--- src/blockmix_defs.svh ---
// fixed salsa20/8 geometry for scrypt blockmix with r = 1; other values are not a valid salsa
`ifndef BLOCKMIX_DEFS_SVH
`define BLOCKMIX_DEFS_SVH

// word and block geometry
`define BM_WORD_W 32
`define BM_BLOCK_WORDS 16

// column and row rounds alternate, so this must stay even
`define BM_SALSA_ROUNDS 8

// quarter-round rotate amounts, in order of use
`define BM_ROT_A 7
`define BM_ROT_B 9
`define BM_ROT_C 13
`define BM_ROT_D 18

`endif
--- src/blockmix_pkg.sv ---
// types for the r = 1 blockmix engine; word 0 of a block sits in the low bits
`default_nettype none

`include "blockmix_defs.svh"

package blockmix_pkg;

	typedef logic [`BM_WORD_W-1:0] word_t;

	// 64-byte salsa block
	typedef word_t [`BM_BLOCK_WORDS-1:0] block_t;

	// block 0 in the low half, as in scrypt
	typedef struct packed {
		block_t hi_blk;
		block_t lo_blk;
	} bm_data_t;

	// datapath strobes, each one cycle wide
	typedef struct packed {
		logic in_en;
		logic sel_prev;
		logic xor_en;
		logic sum_en;
		logic upd_lo;
		logic upd_hi;
	} dp_ctrl_t;

	typedef enum logic [3:0] {
		IDLE, XOR0, INIT0, RUN0, SUM0, UPD0,
		XOR1, INIT1, RUN1, SUM1, UPD1, DONE
	} bm_state_t;

endpackage

`default_nettype wire

--- src/blockmix_ctrl.sv ---
// blockmix sequencer; start is only taken in IDLE and done comes 27 cycles later, no back-pressure
`timescale 1ns/1ps
`default_nettype none

module blockmix_ctrl
	import blockmix_pkg::*;
(
	input logic clk,
	input logic reset_n,
	input logic start,
	input logic salsa_valid,
	output dp_ctrl_t dp_ctrl,
	output logic salsa_init,
	output logic done
);

	bm_state_t state_q;
	bm_state_t state_d;

	always_ff @(posedge clk or negedge reset_n) begin
		if (!reset_n) begin
			state_q <= IDLE;
		end else begin
			state_q <= state_d;
		end
	end

	always_comb begin
		state_d = state_q;
		case (state_q)
			IDLE: begin
				if (start) begin
					state_d = XOR0;
				end
			end
			XOR0: state_d = INIT0;
			INIT0: state_d = RUN0;
			RUN0: begin
				if (salsa_valid) begin
					state_d = SUM0;
				end
			end
			SUM0: state_d = UPD0;
			UPD0: state_d = XOR1;
			XOR1: state_d = INIT1;
			INIT1: state_d = RUN1;
			RUN1: begin
				if (salsa_valid) begin
					state_d = SUM1;
				end
			end
			SUM1: state_d = UPD1;
			UPD1: state_d = DONE;
			DONE: state_d = IDLE;
			default: state_d = IDLE;
		endcase
	end

	// strobes decoded from state
	always_comb begin
		dp_ctrl = '0;
		// input capture in the start cycle itself
		dp_ctrl.in_en = (state_q == IDLE) && start;
		dp_ctrl.xor_en = (state_q == XOR0) || (state_q == XOR1);
		dp_ctrl.sel_prev = (state_q == XOR1);
		dp_ctrl.sum_en = (state_q == SUM0) || (state_q == SUM1);
		dp_ctrl.upd_lo = (state_q == UPD0);
		dp_ctrl.upd_hi = (state_q == UPD1);
	end

	assign salsa_init = (state_q == INIT0) || (state_q == INIT1);
	assign done = (state_q == DONE);

endmodule

`default_nettype wire

--- config.mk ---
export PLATFORM = sky130hd
export DESIGN_NAME = blockmix_ctrl
export DESIGN_NICKNAME = d
export VERILOG_FILES = /design/src/blockmix_pkg.sv /design/src/blockmix_ctrl.sv
export VERILOG_INCLUDE_DIRS = /design/src
export SDC_FILE = /design/constraint.sdc
export NUM_CORES = 1
export LEC_CHECK = 0
export ABC_AREA = 1
export BUFFER_PORTS_ARGS = -buffer_cell sky130_fd_sc_hd__buf_2
export CAP_MARGIN = 20
export CELL_PAD_IN_SITES_DETAIL_PLACEMENT = 2
export CELL_PAD_IN_SITES_GLOBAL_PLACEMENT = 2
export CORE_AREA = 2 2 39 41
export CTS_BUF_LIST = sky130_fd_sc_hd__clkbuf_8
export DETAILED_ROUTE_END_ITERATION = 8
export DIE_AREA = 0 0 41 43
export PLACE_DENSITY_LB_ADDON = 0.1
export SLEW_MARGIN = 20
export SYNTH_ARGS = -nofsm -noshare
export SYNTH_HDL_FRONTEND = slang
export SYNTH_SLANG_ARGS = --single-unit
--- constraint.sdc ---
create_clock -name clk -period 2.2 [get_ports clk]
set_clock_uncertainty 0.2 [all_clocks]
set_input_delay 0 -clock clk [delete_from_list [all_inputs] [get_ports clk]]
set_output_delay 0 -clock clk [all_outputs]
set_load 0.05 [all_outputs]
# Yosys cells after proc, flatten, opt, wreduce, memory -nomap -nowiden
# Cells that the tools add are included.
[totals] input_bits=4 register_bits=4 out_inout_bits=8 elab_cells=25
[op_classes] n_mux=4 eq_ne=14 reduce_logical=6
[op_table] operator="4-bit case mux with 11 select lines" n=1
[op_table] operator="4-bit by 3-bit == test with 1-bit output, second input constant" n=4
[op_table] operator="4-bit == test, second input constant" n=4
[op_table] operator="4-bit two-way mux" n=3
[op_table] operator="4-bit by 2-bit == test with 1-bit output, second input constant" n=2
[op_table] operator="2-bit != test, second input constant" n=3
[op_table] operator="4-bit by 1-bit == test with 1-bit output, second input constant" n=1
[op_table] operator="4-bit logical NOT" n=1
[op_table] operator="1-bit logical OR" n=3
[op_table] operator="3-bit AND reduction" n=1
[op_table] operator="1-bit logical AND" n=1

# Depth between registers and ports, before layout
[depth] depth_word=3 mapped_depth=5 ltp_nobuf=5

# Worst setup path after synthesis
# Ideal clock, no wire load.
[synth_path] path_kind="reg-to-output" from="reg state_q[1]" to="out dp_ctrl[5] (netlist name)" n_path_buf=0 path_slack_ns=-0.088 t_required_ns=2.000 arrival_ns=2.088 path_stages_with_launch=4 cell_sequence="dfrtp_1 -> nor2_2 -> inv_2 -> nor4_1"
[synth_lines] item="from (decl)" line_no="blockmix_ctrl.sv:17" text="bm_state_t state_q;"
[synth_lines] item="from (signal assigned)" line_no="blockmix_ctrl.sv:24" text="state_q <= state_d;"
[synth_lines] item="to (decl)" line_no="blockmix_ctrl.sv:12" text="output dp_ctrl_t dp_ctrl,"

# Final worst setup path
[layout_path] from="reg state_q[2]" to="reg state_q[0]"
[layout_via] elab_chain_len=3 elab_cells_between_ends=16 classes_between="eq/ne (13); mux (1); reduce/logical (2)"
[layout_lines] item="4-bit by 2-bit == test with 1-bit output, or another cell as far along" line_no="blockmix_ctrl.sv:30" text="case (state_q)"
[layout_lines] item="2-bit != test (no source line)"
[layout_lines] item="3-bit AND reduction (no source line)"
# Parallel ways exist; a longest one is shown, timed or not.
# A chain may end at the register's enable or synchronous reset.

==> impl_metrics.toml <==
[status]
outcome = "finished clean"

[power_and_ir_drop]
power_density_nw_per_um2 = 1784
power.leakage_nw = 0.2550
irDropWorstVdd_mv = 0.5520

[routing]
vias = 367
drtPass1Iterations = 1
drtIter0Drc = 0
drc = 0
via_per_inst = 4.476
finalWirelength_um = 938
routedWlPerCell_um = 11.44
antenna_left = 0

[clocking]
numCtsBuffers = 3
cts.sinks = 4
clk_path_buf_depth = 2
worstSkewPairLatency_ps = 210
cts.repair_timing.setup_buffer_count = 0
clk_pin_slew_ps = 30
cts.htree.levels = 1
cts_tree = "built"
post_cts_resized = 0
clock-root-buffer = "clkbuf_8"

[die]
coreArea_sq_um = 1384
pin_count = 12
dieArea_sq_um = 1763
die_h_um = 43
initial_core_util_pct = 23.24
die_w_um = 41
num_rows = 14

[synth]
synth.most_common_cell = "nand2_1"
synth_area_leaders = "dfrtp_1, nand2_1, nor2_1"
synth_common_cells = "nand2_1, nor2_1, inv_1, inv_2"
yosysTopAreaCellShare_pct = 31.13
syn_nets = 52
netlist_instances = 48
synth-edff-count = 0
synth_area_leader_cell = "dfrtp_1"
synth_cell_types = 17
yosysSeqAreaShare_pct = 31.13
yosys_warnings = 0
dominantRegCellSynth = "dfrtp_1"
syn_area_sq_um = 321.6
synthArstFlopShare_pct = 100.0
synth.avg_cell_area_sq_um = 6.699
ys_ff_latch = 4

[place]
gp_congestion = 0.6868
post_dp_cell_area_sq_um = 402.9
hpwl_um = 778.9
io_buffers = 11

[timing]
fin_crit_ps = 1882
finalSetupViolations = 0
tns_ps = 0
hold_viol = 0
worst_pin_slew_ps = 309.1
maxSlewViolCount = 0
max_freq_ghz = 0.5315
relSlewSlack_pct = 79.39
post-route-period-util_pct = 85.53
rsz0062_at_grt = "no"

[final_layout]
nFillCells = 175
regArea_sq_um = 100.1
largestRegisters = "state_q x4"
drive_gt1_share_pct = 45.45
largest-register = "state_q"
multi_input_area_sq_um = 185.2
final_area_sq_um = 484.2
antenna_cells = 0
largest_reg_flops = 4
synthToLayoutAreaGrowth_pct = 50.58
nNetsFinal = 72

[global_routing]
grt_max_degree = 7
grt.total_usage_pct = 14.73
antenna_found_initial = 0
grt_overflow = 0
grt_pass1_vias = 367
grt_pass1_wl_mm = 1.656

[hold_path]
hp-class = "in -> reg"

[critical_path]
end_kind = "flip-flop"
start_kind = "flip-flop"
critPathMaxFanout = 6
arrival_ps = 1770
required_ps = 2090
worstSetupPathType = "reg -> reg"

[flow_run]
drv_cap = 0
[final cells by class]
class                           instances  area share (%)
Multi-Input combinational cell         33           38.24
Sequential cell                         4           20.67
Timing Repair Buffer                   15           19.64
Inverter                               11           8.786
Clock buffer                            3           8.527
Tap cell                               16           4.134
[power breakdown]
group          total [mW]  internal [mW]  switching [mW]
Combinational       0.540          0.153           0.388
Clock               0.149          0.116          0.0326
Sequential          0.175          0.108          0.0665
[worst max-delay path, stage by stage, from the launching register on]
cell	delay, ps
dfrtp_1	470
nor2_2	220
nand3_2	140
nand4_1	110
nand2_1	50
dlygate4sd3_1	550
[cell usage in the layout, fill, tap and decap left out]
cell type / count
o21ai_2: 2
o21ai_1: 3
nand3_2: 1
buf_2: 11
nor2_2: 3
nor3_2: 1
nand2_1: 8
inv_1: 5
dlygate4sd3_1: 4
nor2_1: 6
nor2_4: 1
nand4_1: 1
nand2_2: 1
clkbuf_8: 3
a21oi_1: 1
nor4_2: 1
inv_2: 5
dfrtp_1: 4
nand3_1: 4
clkinv_2: 1
[per-stage QoR]
stage / hold slack, ps / power (mW) / util, % / cells / worst slack, ps
after floorplan: -495.6 / 0.5809 / - / 48 / 503.3
after global placement: -392.8 / 0.7054 / 29.11 / 75 / 761.5
after detailed placement: -391.5 / 0.7006 / 29.11 / 75 / 822.5
after CTS: 40.90 / 0.8806 / 34.99 / 82 / 302.6
after global routing: 111.5 / 0.9521 / 34.99 / 82 / 210.2
final: 47.68 / 0.8637 / 34.99 / 82 / 318.4
[logic make-up (layout without fill, tap and decap cells)]
kind of cell,after synthesis,in the layout,share of synthesized area (%)
AND/OR/NAND/NOR,27,27,43.97
buffers and inverters,11,29,13.23
AO/OA/AOI/OAI,6,6,11.67
flip-flops,4,4,31.13
[path summary, 6_finish.rpt]
check | startpoint | end | slack [ps] | depth (start not counted)
worst max-delay path | state_q[2] | state_q[0] | 320 | 5
worst min-delay path | start | state_q[2] | 50 | 5
worst max register to register | state_q[2] | state_q[0] | 320 | 5
worst min register to register | state_q[3] | state_q[3] | 530 | 3
max in group asynchronous | reset_n | state_q[3] | 1150 | 3
min in group asynchronous | reset_n | state_q[2] | 490 | 3
[repair_timing]
action                                  4_1_cts  5_1_grt
hold buffers                                  4        0
endpoints found under the hold margin         6        0
endpoints found under the setup margin        0        0
[per-layer routing]
layer	share of wire [%]	up-vias	track usage [%]
met5	0	-	0
met4	0	0	10.00
met3	3.3	0	4.712
met2	49	8	17.50
met1	48	174	21.57
li1	-	185	-
No activity file was read; power rests on OpenSTA's default activity.
